--- src/core_macros.svh ---
// Size and latency settings of the execute and write-back core, included by RTL and testbench
`ifndef CORE_MACROS_SVH
`define CORE_MACROS_SVH

// Number of architectural registers
`define CORE_NREGS 16

// Number of 32-bit words in the data memory
`define CORE_DMEM_WORDS 32

// Wait cycles before load data or a store acknowledge
`define CORE_LSU_WAIT 2

`endif

--- src/core_pkg.sv ---
// Shared types of the execute and write-back core, imported by every RTL module
`include "core_macros.svh"

package core_pkg;

  // Register index
  typedef logic [$clog2(`CORE_NREGS)-1:0] rf_addr_t;

  // Supported operations
  typedef enum logic [2:0] {
    OP_ADD,
    OP_SUB,
    OP_XOR,
    OP_LI,
    OP_LW,
    OP_SW
  } opcode_e;

  // Result of the address protection check
  typedef enum logic {
    MPU_OK,
    MPU_ERR
  } mpu_status_e;

  // Controller states
  typedef enum logic [1:0] {
    CTRL_IDLE,
    CTRL_EXEC,
    CTRL_WB,
    CTRL_LSU_WAIT
  } ctrl_state_e;

  // Incoming instruction word
  typedef struct packed {
    opcode_e     op;
    rf_addr_t    rd;
    rf_addr_t    rs1;
    rf_addr_t    rs2;
    logic [15:0] imm;
  } instr_t;

  // EX/WB pipeline register
  typedef struct packed {
    logic        instr_valid;
    logic        rf_we;
    rf_addr_t    rf_waddr;
    logic [31:0] rf_wdata;    // ALU result or memory address
    logic        lsu_en;
    logic        lsu_we;
    logic [31:0] lsu_wdata;
  } ex_wb_pipe_t;

  // Controller outputs to the stages
  typedef struct packed {
    logic issue;
    logic halt_wb;
    logic kill_wb;
  } ctrl_fsm_t;

endpackage

--- src/ctrl_fsm.sv ---
// Controller FSM that serializes instructions, waits on the LSU and kills write-back on a flush
`timescale 1ns/1ps

module ctrl_fsm import core_pkg::*; (
  input  logic      clk,
  input  logic      reset_i,
  input  logic      instr_valid_i,
  input  logic      flush_i,
  input  logic      lsu_en_i,
  input  logic      wb_valid_i,
  input  logic      lsu_fault_i,
  output logic      instr_ready_o,
  output ctrl_fsm_t ctrl_o
);

  ctrl_state_e state_q;
  ctrl_state_e state_d;
  logic        in_wb;

  // Only one instruction in flight, so accept only when idle
  assign instr_ready_o = (state_q == CTRL_IDLE);

  // Write-back is active in both WB states
  assign in_wb = (state_q == CTRL_WB) || (state_q == CTRL_LSU_WAIT);

  assign ctrl_o.issue   = instr_valid_i && instr_ready_o;
  // Nothing in write-back while idle
  assign ctrl_o.halt_wb = (state_q == CTRL_IDLE);
  // Flush kills the instruction in the same cycle
  assign ctrl_o.kill_wb = flush_i && in_wb;

  ////////////////////////////////////////////////////////////////////////////
  // Next state

  always_comb begin
    state_d = state_q;
    case (state_q)
      CTRL_IDLE: begin
        // Transfer edge loads the EX/WB pipe
        if (ctrl_o.issue) begin
          state_d = CTRL_WB;
        end
      end
      CTRL_WB: begin
        // ALU result and faults finish in the first write-back cycle
        if (ctrl_o.kill_wb || wb_valid_i || lsu_fault_i) begin
          state_d = CTRL_IDLE;
        end else if (lsu_en_i) begin
          state_d = CTRL_LSU_WAIT;
        end
      end
      CTRL_LSU_WAIT: begin
        // Hold until the LSU answers or the instruction is flushed
        if (ctrl_o.kill_wb || wb_valid_i || lsu_fault_i) begin
          state_d = CTRL_IDLE;
        end
      end
      default: begin
        state_d = CTRL_IDLE;
      end
    endcase
  end

  always_ff @(posedge clk) begin
    if (reset_i) begin
      state_q <= CTRL_IDLE;
    end else begin
      state_q <= state_d;
    end
  end

endmodule

--- src/ex_unit.sv ---
// Execute unit computing ALU results and memory addresses into the EX/WB pipeline register
`timescale 1ns/1ps

module ex_unit import core_pkg::*; (
  input  logic        clk,
  input  logic        reset_i,
  input  logic        issue_i,
  input  logic        kill_i,
  input  instr_t      instr_i,
  input  logic [31:0] rs1_data_i,
  input  logic [31:0] rs2_data_i,
  output rf_addr_t    rs1_addr_o,
  output rf_addr_t    rs2_addr_o,
  output ex_wb_pipe_t pipe_o
);

  ex_wb_pipe_t pipe_q;
  logic [31:0] imm_sext;
  logic [31:0] result;
  logic        rf_we;
  logic        lsu_en;
  logic        lsu_we;

  // Operand fetch straight from the instruction fields
  assign rs1_addr_o = instr_i.rs1;
  assign rs2_addr_o = instr_i.rs2;

  assign imm_sext = {{16{instr_i.imm[15]}}, instr_i.imm};

  ////////////////////////////////////////////////////////////////////////////
  // Decode and ALU

  always_comb begin
    result = '0;
    rf_we  = 1'b0;
    lsu_en = 1'b0;
    lsu_we = 1'b0;
    case (instr_i.op)
      OP_ADD: begin
        result = rs1_data_i + rs2_data_i;
        rf_we  = 1'b1;
      end
      OP_SUB: begin
        result = rs1_data_i - rs2_data_i;
        rf_we  = 1'b1;
      end
      OP_XOR: begin
        result = rs1_data_i ^ rs2_data_i;
        rf_we  = 1'b1;
      end
      OP_LI: begin
        result = imm_sext;
        rf_we  = 1'b1;
      end
      OP_LW: begin
        // Word address of the load
        result = rs1_data_i + imm_sext;
        rf_we  = 1'b1;
        lsu_en = 1'b1;
      end
      OP_SW: begin
        result = rs1_data_i + imm_sext;
        lsu_en = 1'b1;
        lsu_we = 1'b1;
      end
      default: begin
        result = '0;
      end
    endcase
  end

  // Issue wins over kill so back-to-back instructions are not lost
  always_ff @(posedge clk) begin
    if (reset_i) begin
      pipe_q <= '0;
    end else if (issue_i) begin
      pipe_q.instr_valid <= 1'b1;
      pipe_q.rf_we       <= rf_we;
      pipe_q.rf_waddr    <= instr_i.rd;
      pipe_q.rf_wdata    <= result;
      pipe_q.lsu_en      <= lsu_en;
      pipe_q.lsu_we      <= lsu_we;
      pipe_q.lsu_wdata   <= rs2_data_i;
    end else if (kill_i) begin
      pipe_q.instr_valid <= 1'b0;
    end
  end

  assign pipe_o = pipe_q;

endmodule

--- src/lsu_unit.sv ---
// Load/store unit with a word-addressed data memory, fixed wait states and an address check
`timescale 1ns/1ps
`include "core_macros.svh"

module lsu_unit import core_pkg::*; (
  input  logic        clk,
  input  logic        reset_i,
  input  ex_wb_pipe_t pipe_i,
  input  logic        lsu_valid_i,
  output logic [31:0] lsu_rdata_o,
  output logic        lsu_valid_o,
  output mpu_status_e mpu_status_o
);

  localparam int unsigned AW = $clog2(`CORE_DMEM_WORDS);
  localparam int unsigned CW = $clog2(`CORE_LSU_WAIT + 1);

  logic [31:0]   mem_q [`CORE_DMEM_WORDS];
  logic          busy_q;
  logic          orphan_q;
  logic [CW-1:0] cnt_q;
  logic [AW-1:0] addr_q;
  logic          we_q;
  logic [31:0]   wdata_q;
  logic          addr_fault;
  logic          start;
  logic          done;

  ////////////////////////////////////////////////////////////////////////////
  // Protection check

  // Full 32-bit compare against the memory size
  assign addr_fault   = (pipe_i.rf_wdata >= 32'(`CORE_DMEM_WORDS));
  assign mpu_status_o = (lsu_valid_i && addr_fault) ? MPU_ERR : MPU_OK;

  // A faulting access never starts the counter
  assign start = lsu_valid_i && !addr_fault && !busy_q;
  assign done  = busy_q && (cnt_q == CW'(`CORE_LSU_WAIT));

  // No pulse for an access whose request went away
  assign lsu_valid_o = done && !orphan_q && lsu_valid_i;
  assign lsu_rdata_o = mem_q[addr_q];

  ////////////////////////////////////////////////////////////////////////////
  // Wait counter and memory

  always_ff @(posedge clk) begin
    if (reset_i) begin
      busy_q   <= 1'b0;
      orphan_q <= 1'b0;
      cnt_q    <= '0;
      for (int i = 0; i < `CORE_DMEM_WORDS; i++) begin
        mem_q[i] <= '0;
      end
    end else if (start) begin
      busy_q <= 1'b1;
      cnt_q  <= CW'(1);
    end else if (busy_q) begin
      if (done) begin
        busy_q   <= 1'b0;
        orphan_q <= 1'b0;
        // Memory side completes even after a flush
        if (we_q) begin
          mem_q[addr_q] <= wdata_q;
        end
      end else begin
        cnt_q <= cnt_q + CW'(1);
        // Flushed while waiting
        if (!lsu_valid_i) begin
          orphan_q <= 1'b1;
        end
      end
    end
  end

  // Access captured at start so a flush cannot change it
  always_ff @(posedge clk) begin
    if (start) begin
      addr_q  <= pipe_i.rf_wdata[AW-1:0];
      we_q    <= pipe_i.lsu_we;
      wdata_q <= pipe_i.lsu_wdata;
    end
  end

endmodule

--- src/wb_stage.sv ---
// Write-back stage selecting ALU or load data and producing the write, valid and stall flags
`timescale 1ns/1ps

module wb_stage import core_pkg::*; (
  input  ex_wb_pipe_t pipe_i,
  input  ctrl_fsm_t   ctrl_i,
  input  logic [31:0] lsu_rdata_i,
  input  logic        lsu_valid_i,
  input  mpu_status_e mpu_status_i,
  output logic        lsu_valid_o,
  output logic        rf_we_o,
  output rf_addr_t    rf_waddr_o,
  output logic [31:0] rf_wdata_o,
  output logic        wb_valid_o,
  output logic        data_stall_o,
  output logic        lsu_fault_o
);

  logic instr_valid;
  logic lsu_exception;
  logic lsu_done;

  // Live instruction in write-back
  assign instr_valid   = pipe_i.instr_valid && !ctrl_i.kill_wb && !ctrl_i.halt_wb;
  assign lsu_exception = (mpu_status_i != MPU_OK);

  // LSU instructions finish on the data pulse
  assign lsu_done = !pipe_i.lsu_en || lsu_valid_i;

  ////////////////////////////////////////////////////////////////////////////
  // Register file port

  // No write on a fault, on a kill or before load data arrives
  assign rf_we_o    = pipe_i.rf_we && instr_valid && !lsu_exception && lsu_done;
  assign rf_waddr_o = pipe_i.rf_waddr;
  assign rf_wdata_o = pipe_i.lsu_en ? lsu_rdata_i : pipe_i.rf_wdata;

  ////////////////////////////////////////////////////////////////////////////
  // LSU request and stage status

  // Not gated by kill so a started access runs to the end
  assign lsu_valid_o = pipe_i.lsu_en && pipe_i.instr_valid && !ctrl_i.halt_wb;

  assign wb_valid_o = (!pipe_i.lsu_en ||
                       (pipe_i.lsu_en && lsu_valid_i) ||
                       (pipe_i.lsu_en && lsu_exception)) && instr_valid;

  // Load or store still waiting on the LSU
  assign data_stall_o = pipe_i.lsu_en && instr_valid && !lsu_valid_i && !lsu_exception;

  assign lsu_fault_o = pipe_i.lsu_en && lsu_exception && instr_valid;

endmodule

--- src/regfile.sv ---
// Register file with two combinational read ports and one write port, register 0 reads zero
`timescale 1ns/1ps
`include "core_macros.svh"

module regfile import core_pkg::*; (
  input  logic        clk,
  input  logic        reset_i,
  input  rf_addr_t    raddr_a_i,
  input  rf_addr_t    raddr_b_i,
  output logic [31:0] rdata_a_o,
  output logic [31:0] rdata_b_o,
  input  logic        we_i,
  input  rf_addr_t    waddr_i,
  input  logic [31:0] wdata_i
);

  logic [31:0] regs_q [`CORE_NREGS];

  // Register 0 is hardwired to zero
  assign rdata_a_o = (raddr_a_i == '0) ? '0 : regs_q[raddr_a_i];
  assign rdata_b_o = (raddr_b_i == '0) ? '0 : regs_q[raddr_b_i];

  always_ff @(posedge clk) begin
    if (reset_i) begin
      for (int i = 0; i < `CORE_NREGS; i++) begin
        regs_q[i] <= '0;
      end
    end else if (we_i && (waddr_i != '0)) begin
      regs_q[waddr_i] <= wdata_i;
    end
  end

endmodule

--- src/core_top.sv ---
// Top level of the execute and write-back core, the DUT seen by the testbench
`timescale 1ns/1ps

module core_top import core_pkg::*; (
  input  logic        clk,
  input  logic        reset_i,
  input  logic        instr_valid_i,
  input  instr_t      instr_i,
  input  logic        flush_i,
  output logic        instr_ready_o,
  output logic        rf_we_o,
  output rf_addr_t    rf_waddr_o,
  output logic [31:0] rf_wdata_o,
  output logic        wb_valid_o,
  output logic        data_stall_o,
  output logic        lsu_fault_o
);

  ctrl_fsm_t   ctrl;
  ex_wb_pipe_t ex_wb_pipe;
  rf_addr_t    rs1_addr;
  rf_addr_t    rs2_addr;
  logic [31:0] rs1_data;
  logic [31:0] rs2_data;
  logic [31:0] lsu_rdata;
  logic        lsu_valid;
  logic        lsu_req;
  mpu_status_e mpu_status;

  ctrl_fsm ctrl_fsm_inst (
    .clk          (clk),
    .reset_i      (reset_i),
    .instr_valid_i(instr_valid_i),
    .flush_i      (flush_i),
    .lsu_en_i     (ex_wb_pipe.lsu_en),
    .wb_valid_i   (wb_valid_o),
    .lsu_fault_i  (lsu_fault_o),
    .instr_ready_o(instr_ready_o),
    .ctrl_o       (ctrl)
  );

  // Pipe is dropped while the controller sits idle
  ex_unit ex_unit_inst (
    .clk       (clk),
    .reset_i   (reset_i),
    .issue_i   (ctrl.issue),
    .kill_i    (ctrl.halt_wb),
    .instr_i   (instr_i),
    .rs1_data_i(rs1_data),
    .rs2_data_i(rs2_data),
    .rs1_addr_o(rs1_addr),
    .rs2_addr_o(rs2_addr),
    .pipe_o    (ex_wb_pipe)
  );

  lsu_unit lsu_unit_inst (
    .clk         (clk),
    .reset_i     (reset_i),
    .pipe_i      (ex_wb_pipe),
    .lsu_valid_i (lsu_req),
    .lsu_rdata_o (lsu_rdata),
    .lsu_valid_o (lsu_valid),
    .mpu_status_o(mpu_status)
  );

  wb_stage wb_stage_inst (
    .pipe_i      (ex_wb_pipe),
    .ctrl_i      (ctrl),
    .lsu_rdata_i (lsu_rdata),
    .lsu_valid_i (lsu_valid),
    .mpu_status_i(mpu_status),
    .lsu_valid_o (lsu_req),
    .rf_we_o     (rf_we_o),
    .rf_waddr_o  (rf_waddr_o),
    .rf_wdata_o  (rf_wdata_o),
    .wb_valid_o  (wb_valid_o),
    .data_stall_o(data_stall_o),
    .lsu_fault_o (lsu_fault_o)
  );

  // Write port shared with the top outputs
  regfile regfile_inst (
    .clk      (clk),
    .reset_i  (reset_i),
    .raddr_a_i(rs1_addr),
    .raddr_b_i(rs2_addr),
    .rdata_a_o(rs1_data),
    .rdata_b_o(rs2_data),
    .we_i     (rf_we_o),
    .waddr_i  (rf_waddr_o),
    .wdata_i  (rf_wdata_o)
  );

endmodule

--- config.mk ---
export PLATFORM = sky130hd
export DESIGN_NAME = core_top
export DESIGN_NICKNAME = d
export VERILOG_FILES = /design/src/core_pkg.sv /design/src/ctrl_fsm.sv /design/src/ex_unit.sv /design/src/lsu_unit.sv /design/src/wb_stage.sv /design/src/regfile.sv /design/src/core_top.sv
export VERILOG_INCLUDE_DIRS = /design/src /design/src/src
export SDC_FILE = /design/constraint.sdc
export NUM_CORES = 2
export LEC_CHECK = 0
export ABC_AREA = 1
export CAP_MARGIN = 10
export CORE_MARGIN = 1.5
export CORE_UTILIZATION = 40
export DETAILED_ROUTE_END_ITERATION = 16
export DONT_BUFFER_PORTS = 1
export SLEW_MARGIN = 20
export SYNTH_ARGS = -nofsm -noshare
export SYNTH_HDL_FRONTEND = slang
export SYNTH_HIERARCHICAL = 1
export SYNTH_SLANG_ARGS = --single-unit
--- constraint.sdc ---
create_clock -name clk -period 6.71 [get_ports clk]
set_clock_uncertainty 0.15 [all_clocks]
set_input_delay 0.671 -clock clk [delete_from_list [all_inputs] [get_ports clk]]
set_output_delay 0.671 -clock clk [all_outputs]
set_load 0.01 [all_outputs]
======== Word-level counts from Yosys, hierarchy flattened ========
Memory sizes are Yosys's and may differ from the RTL's. A register that Yosys moved wholly into a read port is not among the register bits.
Index checks and enable logic that the tools add are counted.
cells by class
  add/sub/neg operators ................... 4
  order comparisons ....................... 1
  equal/unequal tests ..................... 13
  muxes and demuxes ....................... 41
  bitwise logic cells ..................... 3
  reduce and logical (&&, ||, !) cells .... 53
operators by type and width
  cell                 number
  $mux 32              5
  $pmux 32 s5          1
  $add 32x32->32       2
  $reduce_or 32->1     2
  $ge 32x6->1 const B  1
  $sub 32x32->32       1
  $xor 32x32->32       1
  $mux 1               27
  $logic_and 1x1->1    23
  $mux 5               2
  $logic_not 1->1      8
  $logic_not 4->1      2
  $mux 2               4
  $eq 2x2->1 const B   3
  $eq 3x2->1 const B   2
  $eq 3x3->1 const B   2
  $logic_or 1x1->1     6
  $pmux 2 s3           1
  $reduce_and 3->1     2
  $reduce_or 5->1      1
  $mux 4               1
  $ne 2x1->1 const B   2
  $ne 2x2->1 const B   2
  $reduce_and 2->1     2
  9 further kinds      12
storage, ports and cells
  register bits after elaboration ......... 116
  bits in writable memories ............... 1536
  bits of input ports ..................... 35
  output and inout bits ................... 41
  memories ................................ 2
memories
  name                 depth  bits a word  read ports  clocked after Yosys merged registers in  wr ports  RTL line        RTL
  lsu_unit_inst.mem_q  32     32           1           1                                        32        lsu_unit.sv:18  logic [31:0] mem_q [`CORE_DMEM_WORDS];
  regfile_inst.regs_q  16     32           2           0                                        16        regfile.sv:17   logic [31:0] regs_q [`CORE_NREGS];

======== Logic depth before layout (Yosys ltp) ========
  word-level depth ........................ 15
  gate-level depth with buffers ........... 41
  gate-level depth less buffers ........... 37

======== By module ========
The synthesis kept the hierarchy.
by module, submodules not included
  module    instances  cells an instance  area each (um2)
  lsu_unit  1          4891               48248.8
  regfile   1          4064               29938.7
  ex_unit   1          1065               6548.8
  wb_stage  1          125                534.3
  ctrl_fsm  1          26                 157.7

======== Worst setup path before layout ========
No wires, ideal clock.
  path kind ............................... input-to-reg
  start point ............................. input instr_i[16] in the netlist's numbering
  end point ............................... register ex_unit_inst.pipe_q (netlist bit ex_unit_inst/pipe_o[55])
  setup time .............................. 132 ps
  data arrival time ....................... 4353 ps
  path slack .............................. 2075 ps
  cell stages on the path ................. 29
  buffers on the path ..................... 3
  path through ............................ buf_4 > buf_2 > nor4_2 > clkbuf_1 > a21oi_1 > inv_1 > ha_1 > inv_1 > nor2_2 > nand2_1 > nor2_2 > nand2_1 > nor2_1 > nand2_1 > nor2_2 > inv_1 > o21ai_0 > nand2_1 > a22oi_1 > ha_1 > a21oi_1 > o21ai_0 > a21oi_1 > nand2_1 > or2_2 > nand3_1 > nand3_1 > nand2_1 > a21oi_1
on the way
  cells in the longest elaborated chain, start to end .. 4
RTL lines
  item                                                     RTL line                      RTL
  start, declared                                          core_top.sv:8                 input instr_t instr_i,
  $mem_v2 16x32 / $logic_not 4->1 (equally long branches)  n/a
  $mux 32 (*)                                              regfile.sv:21                 assign rdata_b_o = (raddr_b_i == '0) ? '0 : regs_q[raddr_b_i];
  via rs2_data[1]                                          core_top.sv:24                logic [31:0] rs2_data;
  $sub 32x32->32 / $add 32x32->32 (equally long branches)  ex_unit.sv:44, ex_unit.sv:40
  $pmux 32 s5 (*)                                          ex_unit.sv:38                 case (instr_i.op)
  end, declared                                            ex_unit.sv:17                 ex_wb_pipe_t pipe_q;
Mark *: on every way through the listed nets, which the timed path passes. The rest lies on a longest branch.
A chain may end at the register's enable or synchronous reset.

======== Final worst setup path ========
  start point ............................. input instr_i[16] in the netlist's numbering
  end point ............................... register ex_unit_inst.pipe_q (netlist bit ex_unit_inst/pipe_o[53])
The elaborated chain is that of the path after synthesis.

==> reports/summary.txt <==
min cycle time layout: 5330 ps
CP endpoint kind: flip-flop
Initial DRT Pass Iterations: 7
Post-Syn Instances: 10200
#FFs+latches synth: 1657
Leakage: 38.8 nW
slowest stage cell, crit path: inv_8
fmax: 187 MHz
die area: 216000 um2
Total Wirelength: 308 mm
EDFF count, synth: 1574
Hold Path Class: in -> reg
setup slack, reg-to-reg: 1830 ps
top cells by count, synth: nand2_1 (3237), nor2_1 (1635), edfxtp_1 (1574)
status: complete, no violations
placed instance count: 12500
maximum number of pins on one net before global-route repair: 259
Net count, final: 9913
grt met1 use: 36.2%
power per cell area: 257 nW/um2
CTS Buf Count: 175
Worst path max stage delay: 620 ps
post-synth cell types: 53
Detail Route Antenna Nets: 0
vias per std cell: 5.56
asr flop ratio synth: 0%
count leader, synth: nand2_1
Tot Pwr: 0.0239 W
H-tree depth: 4
Total GRT Usage: 27.7%
Fillers: 20600
row cnt: 169
Die Width: 465 um
DR DRC count: 0
max_cap viols: 0
required time of the critical path: 7280 ps
detailed placer's ending HPWL: 183 mm
total gr overflow: 0
Worst path most repeated cell: nand2_1
count of pins over their slew limit: 0
share of cells above drive strength 1: 6.09%
post-synthesis sequential area ratio: 57.3%
CTS tree: yes
vias in the first global route: 66900
Rel. slew slack: 25.0%
period utilization: 79.5%
Hold Vio Cnt, Final: 0
VDD IR-drop max: 0.000276 V
Final setup viols: 0
Die Y: 465 um
GRT met2 Usage: 44.8%
Crit Path Max Fanout: 258
Wirelength per Cell: 24.0 um
GR peak layer: met2
Synth area leaders: edfxtp_1 (55%), nand2_1 (14%), nand3_1 (9.1%)
vias: 71200
Setup TNS Final: 0 ps
Worst setup SP type: input pin
Cell Area, Synth: 85400 um2
CTS root buf: clkbuf_16
antenna violations before repair: 9
first-pass GRT wire length: 447 mm
DRT iter0 DRCs: 9119
Synth top area share: 55.3%
clk_lat worst skew: 850 ps
clk buf depth: 3
Clock transition at path regs: 60 ps
syn_area_per_cell: 8.40 um2
dominant cell type by area after synthesis: edfxtp_1
GR Util met3: 4.11%
RSZ-0062 raised after global routing: false
Yosys warnings: 6
critical path class: in -> reg
ys flop type: edfxtp_1
Core ar.: 212000 um2
Worst-Margin Slew: 1130 ps
initial cell density of the core: 40.3%
area grow syn2layout: 8.61%
Non-Filler Instances: 12800
TritonCTS Sinks: 1657
Port Buf Inserts: 0
Critical Path AT: 5910 ps
Top Ports: 76
RD Place Congestion: 0.963
## state kept, by name (all words and copies together), names as in the netlist, named ones only
name and flops:
lsu_unit_inst/orphan_q 1, lsu_unit_inst/we_q 1, lsu_unit_inst/busy_q 1, lsu_unit_inst/mem_q 1024, lsu_unit_inst/addr_q 5, ctrl_fsm_inst/state_q 2, regfile_inst/regs_q 512, lsu_unit_inst/cnt_q 2
lsu_unit_inst/wdata_q 32, ex_unit_inst/pipe_o 72
## layout make-up
class / count / area [um2] / share of cell area (%)
flip-flops and latches: 1657 / 48900 / 52.7
multi-input cells: 7003 / 29800 / 32.1
clock buffers: 220 / 4630 / 4.99
well taps: 2821 / 3530 / 3.80
inverters: 778 / 2960 / 3.19
repair buffers: 224 / 1920 / 2.07
clock inverters: 102 / 980 / 1.06
diodes: 7 / 17.5 / 0.0189
## cells by family after synthesis
logic type	count (synthesis)	share of synthesized area, %
DFF	1657	57.3
other	1	0.00439
adders and majority gates	39	0.580
and+or+nand+nor	6546	31.5
xor gates and xnor gates	13	0.133
buffers and inverters	1542	8.13
AOI/OAI and AO/OA	373	2.36
## per-layer routing
| metal | part of all wire [%] | wire length [um] |
|---|---|---|
| met4 | 5.6 | 17200 |
| met3 | 9.5 | 29200 |
| met1 | 38 | 118000 |
| met5 | 0.0068 | 21 |
| met2 | 46 | 143000 |
## report_power, final
group | switching [W] | internal [W] | total (W)
Clock | 0.00427 | 0.00541 | 0.00969
Sequential | 0.000133 | 0.0117 | 0.0118
Combinational | 0.00179 | 0.000610 | 0.00240
Total | 0.00619 | 0.0177 | 0.0239
## stage by stage
stage / hold slack, ps / instance area (um2) / worst slack, ps / utilization [%]
final: 38.9 / 92800 / 1380 / 43.7
after global routing: 38.4 / 92800 / 1160 / 43.7
after CTS: 1.81 / 92700 / 1530 / 43.7
after detailed placement: 262 / 86900 / 941 / 41.0
after global placement: 260 / 86900 / 907 / 41.0
after floorplan: 253 / 85500 / 2070 / -
## critical path, delay by kind of cell
kind	cells	cell delay, ps
and+or+nand+nor	16	1610
adders and majority gates	1	340
AOI/OAI and AO/OA	8	1840
buffers and inverters	4	1190
## final timing paths
path	startpoint	end	cells after the start
min reg2reg	ex_unit_inst/pipe_o[21]	lsu_unit_inst/wdata_q[21]	0
max	instr_i[16]	ex_unit_inst/pipe_o[53]	29
max reg2reg	regfile_inst/regs_q[6][1]	ex_unit_inst/pipe_o[53]	31
min	instr_i[11]	ex_unit_inst/pipe_o[45]	4
## layout by cell type (no fill, tap or decap), types with 5 or more instances in the layout
cell | Yosys | routed
clkinv_1 | 2 | 42
nor2_1 | 1635 | 1629
dfxtp_1 | 83 | 79
ha_1 | 38 | 38
inv_1 | 755 | 734
inv_2 | 19 | 27
a21oi_1 | 213 | 213
inv_6 | 0 | 5
xnor2_1 | 5 | 5
clkinv_2 | 1 | 39
nand2_2 | 8 | 35
clkbuf_1 | 338 | 39
nor2_2 | 18 | 19
nor3_4 | 5 | 6
nor3_1 | 18 | 18
clkbuf_16 | 0 | 177
diode_2 | 0 | 7
dlygate4sd3_1 | 0 | 20
bufinv_16 | 0 | 13
nand3_1 | 1558 | 1558
nand4_1 | 13 | 13
buf_4 | 16 | 190
conb_1 | 1 | 32
o21ai_0 | 93 | 93
a21o_1 | 5 | 5
edfxtp_1 | 1574 | 1574
a22oi_1 | 19 | 19
xor2_1 | 8 | 8
o21ai_1 | 9 | 9
buf_12 | 0 | 12
a31oi_1 | 8 | 8
nor2_4 | 8 | 13
or2_2 | 29 | 29
o211ai_1 | 6 | 6
nand2_1 | 3237 | 3210
## repair_timing
item,in CTS,in global routing
hold buffers,21,0
endpoints found under the setup margin,0,0
setup buffers,0,0
resized for setup,0,0
endpoints found under the hold margin,76,0
Power figures use the tool's default switching activity.
